[src/source/control_types_pkg.sv]
package control_types_pkg;

    ////////////////////////////////////////////////////////////////////////////
    // reset targets

    // one request pulses one line
    typedef enum logic {
        RESET_CONSOLE,
        RESET_DRIVE
    } reset_target_e;

    ////////////////////////////////////////////////////////////////////////////
    // status led

    typedef enum logic [1:0] {
        LED_STATUS,
        LED_MIRROR_DRIVE,
        LED_MIRROR_CONSOLE,
        LED_OFF
    } led_mode_e;

    // synchronized link flags, same field order as the raw inputs
    typedef struct packed {
        logic pll54_locked;
        logic pll_hdmi_locked;
        logic resync;
        logic force_generate;
    } link_status_t;

endpackage

[src/source/monitor_pkg.sv]
package monitor_pkg;

    // one counter per selector value
    localparam int num_counters = 3;
    localparam int count_w      = 32;

    typedef enum logic [1:0] {
        CNT_PLL54_LOSS,
        CNT_PLL_HDMI_LOSS,
        CNT_RESYNC
    } counter_sel_e;

    typedef logic [count_w-1:0] event_count_t;

    // async pins straight off the board
    typedef struct packed {
        logic pll54_locked;
        logic pll_hdmi_locked;
        logic resync;
        logic force_generate;
    } event_raw_t;

endpackage

[src/source/dc_control_top.sv]
`timescale 1ns/1ps

module dc_control_top import control_types_pkg::*, monitor_pkg::*; #(
    parameter int hold_cycles   = 32_000_000,
    parameter int slow_glow_bit = 26,
    parameter int fast_glow_bit = 22,
    parameter int blink_bit     = 24
) (
    input  logic          control_clock,
    input  logic          reset_dc,
    input  logic          reset_req,
    input  reset_target_e reset_target,
    input  event_raw_t    raw_events,
    input  logic          adv_ready,
    input  led_mode_e     led_mode,
    input  logic          rd_req,
    input  counter_sel_e  rd_sel,
    output logic          reset_ack,
    output logic          console_nreset,
    output logic          drive_nreset,
    output logic          status_led,
    output logic          rd_ack,
    output event_count_t  rd_data
);

    link_status_t link_status;

    reset_sequencer #(
        .hold_cycles(hold_cycles)
    ) u_reset_sequencer (
        .control_clock  (control_clock),
        .reset_dc       (reset_dc),
        .reset_req      (reset_req),
        .reset_target   (reset_target),
        .reset_ack      (reset_ack),
        .console_nreset (console_nreset),
        .drive_nreset   (drive_nreset)
    );

    event_monitor u_event_monitor (
        .control_clock (control_clock),
        .reset_dc      (reset_dc),
        .raw_events    (raw_events),
        .rd_req        (rd_req),
        .rd_sel        (rd_sel),
        .link_status   (link_status),
        .rd_ack        (rd_ack),
        .rd_data       (rd_data)
    );

    // led sees the same reset lines that leave the board
    status_led_driver #(
        .slow_glow_bit(slow_glow_bit),
        .fast_glow_bit(fast_glow_bit),
        .blink_bit    (blink_bit)
    ) u_status_led_driver (
        .control_clock  (control_clock),
        .reset_dc       (reset_dc),
        .link_status    (link_status),
        .adv_ready      (adv_ready),
        .led_mode       (led_mode),
        .console_nreset (console_nreset),
        .drive_nreset   (drive_nreset),
        .status_led     (status_led)
    );

endmodule

[src/source/event_monitor.sv]
`timescale 1ns/1ps

module event_monitor import control_types_pkg::*, monitor_pkg::*; (
    input  logic         control_clock,
    input  logic         reset_dc,
    input  event_raw_t   raw_events,
    input  logic         rd_req,
    input  counter_sel_e rd_sel,
    output link_status_t link_status,
    output logic         rd_ack,
    output event_count_t rd_data
);

    event_raw_t              sync_meta;
    event_raw_t              sync_q;
    event_raw_t              sync_prev;
    logic [num_counters-1:0] edge_seen;
    logic [num_counters-1:0] event_pulse;
    event_count_t            event_count [num_counters];
    event_count_t            sel_count;

    ////////////////////////////////////////////////////////////////////////////
    // synchronizers and edge detect

    assign link_status.pll54_locked    = sync_q.pll54_locked;
    assign link_status.pll_hdmi_locked = sync_q.pll_hdmi_locked;
    assign link_status.resync          = sync_q.resync;
    assign link_status.force_generate  = sync_q.force_generate;

    // lock loss is a falling edge, resync a rising one
    always_comb begin
        edge_seen[CNT_PLL54_LOSS]    = sync_prev.pll54_locked & ~sync_q.pll54_locked;
        edge_seen[CNT_PLL_HDMI_LOSS] = sync_prev.pll_hdmi_locked & ~sync_q.pll_hdmi_locked;
        edge_seen[CNT_RESYNC]        = ~sync_prev.resync & sync_q.resync;
    end

    always_ff @(posedge control_clock) begin
        if (reset_dc) begin
            sync_meta   <= '0;
            sync_q      <= '0;
            sync_prev   <= '0;
            event_pulse <= '0;
            for (int i = 0; i < num_counters; i++) begin
                event_count[i] <= '0;
            end
        end else begin
            sync_meta   <= raw_events;
            sync_q      <= sync_meta;
            sync_prev   <= sync_q;
            event_pulse <= edge_seen;
            // counters wrap
            for (int i = 0; i < num_counters; i++) begin
                if (event_pulse[i]) begin
                    event_count[i] <= event_count[i] + 1'b1;
                end
            end
        end
    end

    ////////////////////////////////////////////////////////////////////////////
    // readout handshake

    always_comb begin
        case (rd_sel)
            CNT_PLL54_LOSS:    sel_count = event_count[CNT_PLL54_LOSS];
            CNT_PLL_HDMI_LOSS: sel_count = event_count[CNT_PLL_HDMI_LOSS];
            CNT_RESYNC:        sel_count = event_count[CNT_RESYNC];
            default:           sel_count = '0;
        endcase
    end

    always_ff @(posedge control_clock) begin
        if (reset_dc) begin
            rd_ack <= 1'b0;
        end else if (rd_req && !rd_ack) begin
            rd_ack <= 1'b1;
        end else if (!rd_req && rd_ack) begin
            rd_ack <= 1'b0;
        end
    end

    // snapshot taken on the ack edge, held while ack is up
    always_ff @(posedge control_clock) begin
        if (rd_req && !rd_ack) begin
            rd_data <= sel_count;
        end
    end

    ack_needs_req: assert property (@(posedge control_clock) disable iff (reset_dc)
        $rose(rd_ack) |-> $past(rd_req));

endmodule

[src/source/reset_sequencer.sv]
`timescale 1ns/1ps

module reset_sequencer import control_types_pkg::*; #(
    parameter int hold_cycles = 32_000_000
) (
    input  logic          control_clock,
    input  logic          reset_dc,
    input  logic          reset_req,
    input  reset_target_e reset_target,
    output logic          reset_ack,
    output logic          console_nreset,
    output logic          drive_nreset
);

    localparam int hold_w = $clog2(hold_cycles + 1);

    typedef enum logic [1:0] {
        IDLE,
        HOLD,
        ACK
    } seq_state_e;

    seq_state_e        state;
    logic [hold_w-1:0] hold_count;
    logic              ack_pending;
    logic              hold_done;

    // last cycle of the hold
    assign hold_done = (hold_count == hold_w'(hold_cycles - 1));

    always_ff @(posedge control_clock) begin
        if (reset_dc) begin
            // power-on hold of both lines, no ack at the end
            state          <= HOLD;
            hold_count     <= '0;
            ack_pending    <= 1'b0;
            reset_ack      <= 1'b0;
            console_nreset <= 1'b0;
            drive_nreset   <= 1'b0;
        end else begin
            case (state)
                IDLE: begin
                    if (reset_req) begin
                        state       <= HOLD;
                        hold_count  <= '0;
                        ack_pending <= 1'b1;
                        if (reset_target == RESET_CONSOLE) begin
                            console_nreset <= 1'b0;
                        end else begin
                            drive_nreset <= 1'b0;
                        end
                    end
                end
                HOLD: begin
                    if (hold_done) begin
                        console_nreset <= 1'b1;
                        drive_nreset   <= 1'b1;
                        reset_ack      <= ack_pending;
                        state          <= ack_pending ? ACK : IDLE;
                    end else begin
                        hold_count <= hold_count + 1'b1;
                    end
                end
                ACK: begin
                    // host may sit on req, ack just stays up
                    if (!reset_req) begin
                        reset_ack   <= 1'b0;
                        ack_pending <= 1'b0;
                        state       <= IDLE;
                    end
                end
                default: state <= IDLE;
            endcase
        end
    end

    ////////////////////////////////////////////////////////////////////////////
    // handshake checks

    ack_after_release: assert property (@(posedge control_clock) disable iff (reset_dc)
        reset_ack |-> (console_nreset && drive_nreset));

    target_stable: assert property (@(posedge control_clock) disable iff (reset_dc)
        (reset_req && !reset_ack) ##1 (reset_req && !reset_ack) |-> $stable(reset_target));

endmodule

[src/source/status_led_driver.sv]
`timescale 1ns/1ps

module status_led_driver import control_types_pkg::*; #(
    parameter int slow_glow_bit = 26,
    parameter int fast_glow_bit = 22,
    parameter int blink_bit     = 24
) (
    input  logic         control_clock,
    input  logic         reset_dc,
    input  link_status_t link_status,
    input  logic         adv_ready,
    input  led_mode_e    led_mode,
    input  logic         console_nreset,
    input  logic         drive_nreset,
    output logic         status_led
);

    localparam int upper_bit = (slow_glow_bit > blink_bit) ? slow_glow_bit : blink_bit;
    localparam int pattern_w = ((upper_bit > fast_glow_bit) ? upper_bit : fast_glow_bit) + 1;

    logic [pattern_w-1:0] pattern_cnt;
    logic                 dim_lit;
    logic                 slow_lit;
    logic                 fast_lit;
    logic                 blink_lit;
    logic                 status_lit;

    // triangle brightness from the 8 bits under glow_bit, pwm on the low byte
    function automatic logic glow_lit(input logic [pattern_w-1:0] cnt, input int glow_bit);
        logic [7:0] level;
        level = cnt[glow_bit-1 -: 8];
        if (cnt[glow_bit]) begin
            level = ~level;
        end
        return cnt[7:0] < level;
    endfunction

    ////////////////////////////////////////////////////////////////////////////
    // patterns

    assign dim_lit   = (pattern_cnt[2:0] == 3'd0);
    assign slow_lit  = glow_lit(pattern_cnt, slow_glow_bit);
    assign fast_lit  = glow_lit(pattern_cnt, fast_glow_bit);
    assign blink_lit = fast_lit & pattern_cnt[blink_bit];

    // first match wins
    always_comb begin
        if (!link_status.pll_hdmi_locked) begin
            status_lit = dim_lit;
        end else if (link_status.resync) begin
            status_lit = fast_lit;
        end else if (link_status.force_generate) begin
            status_lit = blink_lit;
        end else if (adv_ready) begin
            status_lit = 1'b1;
        end else begin
            status_lit = slow_lit;
        end
    end

    ////////////////////////////////////////////////////////////////////////////
    // output stage, active low

    always_ff @(posedge control_clock) begin
        if (reset_dc) begin
            pattern_cnt <= '0;
            status_led  <= 1'b1;
        end else begin
            pattern_cnt <= pattern_cnt + 1'b1;
            case (led_mode)
                LED_STATUS:         status_led <= ~status_lit;
                LED_MIRROR_DRIVE:   status_led <= drive_nreset;
                LED_MIRROR_CONSOLE: status_led <= console_nreset;
                default:            status_led <= 1'b1;
            endcase
        end
    end

endmodule

[config.mk]
export PLATFORM = sky130hd
export DESIGN_NAME = dc_control_top
export DESIGN_NICKNAME = d
export VERILOG_FILES = /design/src/source/control_types_pkg.sv /design/src/source/monitor_pkg.sv /design/src/source/dc_control_top.sv /design/src/source/event_monitor.sv /design/src/source/reset_sequencer.sv /design/src/source/status_led_driver.sv
export SDC_FILE = /design/constraint.sdc
export NUM_CORES = 1
export LEC_CHECK = 0
export ABC_AREA = 1
export BUFFER_PORTS_ARGS = -buffer_cell sky130_fd_sc_hd__clkbuf_2
export CAP_MARGIN = 20
export CORE_ASPECT_RATIO = 2
export CORE_MARGIN = 3
export CORE_UTILIZATION = 50
export DETAILED_ROUTE_END_ITERATION = 6
export PLACE_DENSITY = 0.67
export SLEW_MARGIN = 20
export SYNTH_ARGS = -nofsm -noshare
export SYNTH_HDL_FRONTEND = slang
export SYNTH_SLANG_ARGS = --single-unit
export TNS_END_PERCENT = 10
[constraint.sdc]
create_clock -name control_clock -period 2.25 [get_ports control_clock]
set_input_delay 0.1125 -clock control_clock [delete_from_list [all_inputs] [get_ports control_clock]]
set_output_delay 0.1125 -clock control_clock [all_outputs]
set_load 0.02 [all_outputs]
==> results by group, run 1 <==
Floorplanning
  • Chip Width: 111 um
  • Top-Level Pins: 51
  • Die Y: 216 um
  • CORE AREA: 21,700 sq um
  • Initial Utilization: 0.509
  • Die area: 24,000 sq um
  • Site Rows: 76

Placement
  • GP Congestion: 0.932
  • Dpl hpwl: 19.9 mm
  • Worst slack, placed: 0.0708 ns
  • Placed Cells: 1,665
  • I/O Buffers: 50

Worst setup path
  • Critical path startpoint category: flop
  • Flop-to-flop setup slack: 0.14 ns
  • Setup CP Type: reg -> reg
  • R2R depth: 11
  • Top cell by count, worst path: nand2_1
  • Slowest stage delay, CP: 0.38 ns
  • Critical Path Stages: 11
  • Worst Path Required: 2.50 ns
  • Crit path max-delay family: simple AND/OR/NAND/NOR gates
  • Reg2reg start: u_event_monitor.event_count[0][65]$_SDFFCE_PP0P_
  • CP cell instances: ha_2 > nand3_1 > inv_2 > nand2_1 > nor2_4 > nand2_1 > buf_4 > nor3_4 > inv_1 > nor4_1 > nor2_1
  • Critical path capture point type: flop
  • WP data arrival: 2.36 ns
  • WP buf/inv: 3
  • Crit-path max FO: 3
  • Worst R2R End: u_event_monitor.event_count[0][88]$_SDFFCE_PP0P_
  • Slowest-stage cell, CP: edfxtp_1

GRT
  • Largest net degree at the start of global routing: 39
  • Initial antenna violation count: 0
  • Total Routing Usage GR: 0.222
  • Global-route wire length before repair: 44.0 mm
  • Overflow after GRT: 0
  • Vias in the first global route: 9,245

Drt
  • M1 WL: 9.70 mm
  • Avg Vias per Cell: 5.45
  • WL met3: 925 um
  • DRC violations left: 0
  • Antenna viol nets, final: 0
  • Vias: 9,338
  • Highest Signal Layer: met4
  • Initial DRT Pass Iterations: 5
  • 1st-iter DRT viols: 533
  • Routed wire length: 26.7 mm
  • Routed len/inst: 15.6 um
  • DR WL met2: 14.7 mm

Timing
  • Tmin final: 2.11 ns
  • Hold slack final: 0.0470 ns
  • Final period util: 0.938
  • Final hold vios: 0
  • Worst Setup Slack, final: 0.140 ns
  • Final Skew: 0.0137 ns
  • Fmax: 474 MHz
  • Least-Margin Pin Slew: 0.828 ns
  • Max-slew violations: 0
  • Final setup vio count: 0
  • RSZ-0062 raised after global routing: yes
  • Max_slew headroom: 0.446

Final layout
  • Area Growth Syn to Fin: 12.6%
  • Count of non-filler cells in the finished layout: 1,713
  • Layout cells sized above 1: 0.113
  • Fin nets: 1,464
  • Inserted Diodes: 0

Flow run
  • Max-cap violations: 0

Synthesis
  • Yosys top cell area share: 0.348
  • Post-synth top area cell: edfxtp_1
  • Register area share after synthesis: 0.482
  • FF+latch count, synth: 202
  • Mapped cell area: 11,000 sq um
  • Avg Cell Area, Syn: 8.16 sq um
  • Synth Warn #: 0
  • Net Count, Synth: 1,390
  • Mapped Cells: 1,354
  • Top post-synthesis cells by area: edfxtp_1, dfxtp_1, nand2_1, inv_1, nor2_1
  • Netlist cell types: 45

Clocking
  • CTS tree: built
  • Clock Sink Count: 202
  • Skew-Pair Late Insertion Delay: 0.50 ns
  • Root Buffer: clkbuf_16
  • Max Buffers Root-to-Sink: 3
  • Clock transition at path regs: 0.07 ns
  • CTS buffer count: 19
  • CTS H-tree lvls: 1

Worst hold path
  • Hold Startpoint: adv_ready
  • WHS Path Cells: 8
  • Hold Crit Class: in -> reg
  • WHS Endpoint: u_status_led_driver.status_led$_SDFF_PP1_

Power
  • Overall power: 0.00797 W
  • Pleak: 4.64 nW
  • Worst vdd ir: 0.000521 V
  • Power Density: 641 nW/um^2

Status
  • Status: finished, final reports clean
## cells in the mapped netlist, drive strengths merged
| master | instances |
|---|---|
| nor4 | 7 |
| a31oi | 4 |
| a21o | 1 |
| inv | 191 |
| nor2 | 177 |
| xor2 | 13 |
| or2 | 10 |
| o221a | 1 |
| nand3b | 6 |
| nor3b | 18 |
| buf | 7 |
| a21oi | 106 |
| ha | 22 |
| xnor2 | 17 |
| o211ai | 7 |
| and3 | 3 |
| nand3 | 57 |
| dfxtp | 74 |
| nand4 | 42 |
| edfxtp | 128 |
| o31ai | 1 |
| o21a | 8 |
| o221ai | 25 |
| nor3 | 75 |
| o21ai | 57 |
| nand2 | 261 |
| nor4b | 1 |
| a211oi | 5 |
| clkbuf | 28 |
| clkinv | 2 |
## cell type report
type,count,area (sq um)
Multi-Input combinational cell,924,4900
Timing Repair Buffer,88,581
Sequential cell,202,5330
Tap cell,273,342
Clock inverter,5,45.0
Clock buffer,28,519
Fill cell,1977,9240
Inverter,193,726
## metal layers
metal / vias to the layer above / global-route usage
met1: 4323 / 0.223
met3: 72 / 0.0182
li1: 4724 / -
met2: 219 / 0.444
met4: 0 / 0.115
met5: - / 0
## layout by cell type (no fill, tap or decap), types with 6 or more instances in the layout
cell             n
a21oi_1        106
buf_4           24
clkbuf_1         8
clkbuf_16       19
clkbuf_2        50
dfxtp_1         74
dlygate4sd3_1   13
edfxtp_1       128
ha_1            21
inv_1          186
nand2_1        250
nand2_2          9
nand3_1         52
nand3b_1         6
nand4_1         41
nor2_1         157
nor2_2          14
nor2_4           6
nor3_1          66
nor3_2           6
nor3b_1         17
nor4_1           6
o211ai_1         7
o21a_1           8
o21ai_0         51
o21ai_1          6
o221ai_1        25
or2_2            9
xnor2_1         17
xor2_1          13
## through the flow
step	setup TNS (ns)	cell area [sq um]	util
floorplan	0	11000	-
global placement	0	11700	0.539
detailed placement	0	11700	0.539
CTS	0	12400	0.572
global route	-0.00523	12400	0.574
finish	0	12400	0.574
## cell families after synthesis
| group | count (synthesis) | synth area share |
|---|---|---|
| AOI/OAI and AO/OA | 215 | 0.112 |
| xor gates and xnor gates | 30 | 0.0238 |
| adders and majority gates | 22 | 0.0249 |
| buffers and inverters | 228 | 0.0787 |
| DFF | 202 | 0.482 |
| and+or+nand+nor | 657 | 0.279 |
## state kept, by name, summed over array words and instances, names as in the netlist, 2 cells and up
signal / cells
u_event_monitor.event_count: 96
u_event_monitor.rd_data: 32
u_status_led_driver.pattern_cnt: 27
u_reset_sequencer.hold_count: 25
u_event_monitor.link_status: 4
u_event_monitor.sync_meta: 4
u_event_monitor.event_pulse: 3
u_event_monitor.sync_prev: 3
u_reset_sequencer.state: 2
## worst reg2reg max path, stage by stage, from the launching register on
cell and delay [ns]:
edfxtp_1 0.38, ha_2 0.20, nand3_1 0.14, inv_2 0.10, nand2_1 0.11, nor2_4 0.13
nand2_1 0.12, buf_4 0.18, nor3_4 0.14, inv_1 0.08, nor4_1 0.19, nor2_1 0.08
## repair_timing
action	4_1_cts	5_1_grt
gates resized for setup	0	10
setup endpoints to repair	0	8
endpoints found under the hold margin	13	0
hold buffers	13	0
setup buffers	0	2
## worst max path at each step
stage	from	to	slack (ns)
2_1_floorplan	u_event_monitor.event_count[0][64]$_SDFFCE_PP0P_	u_event_monitor.event_count[0][94]$_SDFFCE_PP0P_	0.42
3_3_place_gp	u_event_monitor.event_count[0][64]$_SDFFCE_PP0P_	u_event_monitor.event_count[0][94]$_SDFFCE_PP0P_	0.15
3_5_place_dp	u_event_monitor.event_count[0][64]$_SDFFCE_PP0P_	u_event_monitor.event_count[0][88]$_SDFFCE_PP0P_	0.07
4_1_cts	u_event_monitor.event_count[0][64]$_SDFFCE_PP0P_	u_event_monitor.event_count[0][88]$_SDFFCE_PP0P_	0.06
5_1_grt	u_event_monitor.event_count[0][65]$_SDFFCE_PP0P_	u_event_monitor.event_count[0][88]$_SDFFCE_PP0P_	-0.003
6_report	u_event_monitor.event_count[0][65]$_SDFFCE_PP0P_	u_event_monitor.event_count[0][88]$_SDFFCE_PP0P_	0.14
## where the power goes
group / internal, W / switching (W)
registers: 0.00413 / 0.000124
clock network: 0.00171 / 0.00138
logic: 0.000194 / 0.000430
total: 0.00603 / 0.00194
(Power assumes the default switching activity.)
==> run 2, diff against run 1 <==
--- a/config.mk
+++ b/config.mk
@@ -9,7 +9,6 @@
 export BUFFER_PORTS_ARGS = -buffer_cell sky130_fd_sc_hd__clkbuf_2
 export CAP_MARGIN = 20
 export CORE_ASPECT_RATIO = 2
-export CORE_MARGIN = 3
 export CORE_UTILIZATION = 50
 export DETAILED_ROUTE_END_ITERATION = 6
 export PLACE_DENSITY = 0.67
==> constraint.sdc (replaced) <==
create_clock -name control_clock -period 2.4 [get_ports control_clock]
set_input_delay 0.12 -clock control_clock [delete_from_list [all_inputs] [get_ports control_clock]]
set_output_delay 0.12 -clock control_clock [all_outputs]
set_load 0.02 [all_outputs]
==> results by group, run 2 (synthesis results as in run 1) <==
Clocking
  • CTS tree: built
  • CTS H-tree lvls: 1
  • Post-CTS Resized: 0
  • Max Buffers Root-to-Sink: 3
  • Root Buffer: clkbuf_16
  • CTS buffer count: 19
  • Clock transition at path regs: 0.07 ns
  • Skew-Pair Late Insertion Delay: 0.50 ns
  • Clock Sink Count: 202

Worst setup path
  • Crit path max-delay family: simple AND/OR/NAND/NOR gates
  • Slowest stage delay, CP: 0.40 ns
  • Critical path capture point type: flop
  • Top cell by count, worst path: nand2_1
  • WP buf/inv: 1
  • Setup CP Type: reg -> reg
  • Crit-path max FO: 5
  • Worst Path Required: 2.66 ns
  • Critical path startpoint category: flop
  • WP data arrival: 2.40 ns
  • Slowest-stage cell, CP: edfxtp_1
  • Flop-to-flop setup slack: 0.26 ns
  • CP cell instances: ha_1 > nand3_1 > inv_1 > nand2_1 > nor2_2 > nand2_1 > nor2_1 > nand2_1 > nor2_1 > a21oi_1 > o21a_1

Power
  • Power Density: 618 nW/um^2
  • Pleak: 4.61 nW
  • Worst vdd ir: 0.000541 V

Final layout
  • Regs by FF count: u_event_monitor.event_count: 96 flops, u_event_monitor.rd_data: 32 flops, u_status_led_driver.pattern_cnt: 27 flops
  • Reg area: 5330 sq um
  • Multi-input logic area: 4870 sq um
  • Area Growth Syn to Fin: 12.2%
  • Max reg flops: 96
  • Largest reg by FF count: u_event_monitor.event_count
  • Commonest non-fill, non-tap cell in the layout: nand2_1
  • Layout cells sized above 1: 0.112
  • FILL cells: 1,985
  • Fin nets: 1,456
  • Commonest non-fill, non-tap cells in the layout: nand2_1, inv_1, nor2_1
  • Inserted Diodes: 0

Timing
  • Final period util: 0.892
  • Worst Setup Slack, final: 0.260 ns
  • Max_slew headroom: 0.583
  • Least-Margin Pin Slew: 0.625 ns
  • Final TNS setup: 0 ns
  • Final Skew: 0.00975 ns
  • Tmin final: 2.14 ns
  • Final hold vios: 0
  • Fmax: 467 MHz
  • Final setup vio count: 0
  • Max-slew violations: 0
  • RSZ-0062 raised after global routing: no

Drt
  • Routed len/inst: 15.8 um
  • DRC violations left: 0
  • Initial DRT Pass Iterations: 5
  • Vias: 9,323
  • Routed wire length: 27.0 mm
  • Antenna viol nets, final: 0
  • Avg Vias per Cell: 5.47
  • 1st-iter DRT viols: 607

Floorplanning
  • Site Rows: 76
  • Chip Width: 107 um
  • CORE AREA: 21,600 sq um
  • Die Y: 212 um
  • Die area: 22,700 sq um
  • Initial Utilization: 0.512
  • Top-Level Pins: 51

GRT
  • Largest net degree at the start of global routing: 46
  • Initial antenna violation count: 0
  • Overflow after GRT: 0
  • Vias in the first global route: 9,329
  • Total Routing Usage GR: 0.249
  • Global-route wire length before repair: 44.6 mm

Flow run
  • Max-cap violations: 0

Status
  • Status: finished, final reports clean

Placement
  • GP Congestion: 0.937
  • I/O Buffers: 50
  • Worst slack, placed: 0.259 ns
  • Dpl hpwl: 20.1 mm

Worst hold path
  • Hold Crit Class: in -> reg
-- run 2: changes by cell type in the layout (fill, tap and decap cells not counted), moves of 2 or more --
cell and delta:
nor2_2 -2, clkbuf_16 +2, dlygate4sd3_1 -3, clkinv_1 -4, clkinv_2 +6, nor2_1 +3
clkbuf_1 -7, buf_4 -4
-- run 2: report_power, final --
group / total (W) / switching [W] / internal (W)
Sequential: 0.00399 / 0.000121 / 0.00387
Clock: 0.00309 / 0.00133 / 0.00176
Combinational: 0.000574 / 0.000398 / 0.000177
-- run 2: metrics by stage --
stage                     std cells  utilization  power, W  hold slack, ns  instance area (sq um)
after floorplan                1354            -   0.00442           0.227                  11000
after global placement         1662        0.540   0.00461           0.317                  11700
after detailed placement       1662        0.540   0.00463           0.315                  11700
after CTS                      1705        0.574   0.00773          0.0176                  12400
after global routing           1705        0.574   0.00789           0.108                  12400
final                          1705        0.574   0.00766          0.0361                  12400
-- run 2: path summary, 6_finish.rpt --
| check | startpoint | to | depth (start not counted) |
|---|---|---|---|
| max reg2reg | u_event_monitor.event_count[0][64]$_SDFFCE_PP0P_ | u_event_monitor.event_count[0][94]$_SDFFCE_PP0P_ | 11 |
| max | u_event_monitor.event_count[0][64]$_SDFFCE_PP0P_ | u_event_monitor.event_count[0][94]$_SDFFCE_PP0P_ | 11 |
| min reg2reg | u_event_monitor.sync_prev[1]$_SDFF_PP0_ | u_event_monitor.event_pulse[2]$_SDFF_PP0_ | 1 |
| min | adv_ready | u_status_led_driver.status_led$_SDFF_PP1_ | 8 |
-- run 2: worst register-to-register path: stages (launching register included) --
cell	delay, ns
edfxtp_1	0.40
ha_1	0.20
nand3_1	0.11
inv_1	0.11
nand2_1	0.10
nor2_2	0.14
nand2_1	0.16
nor2_1	0.17
nand2_1	0.15
nor2_1	0.16
a21oi_1	0.08
o21a_1	0.11
-- run 2: routing by layer --
layer,vias up,GRT usage,part of all wire
met5,-,0,0
met4,0,0.137,0.050
met2,251,0.487,0.55
met3,73,0.0175,0.029
met1,4284,0.255,0.37
li1,4715,-,-
-- run 2: layout make-up --
cell class	count	share of cell area
clock buffer	24	0.0449
timing repair buffer	80	0.0404
inverter	193	0.0586
multi-input combinational	924	0.393
tap	273	0.0276
clock inverter	9	0.00616
sequential	202	0.430
-- run 2: timing repair --
action                     CTS  global route
setup buffers                0             0
setup endpoints to repair    0             0
hold buffers                10             0
hold endpoints to repair    10             0
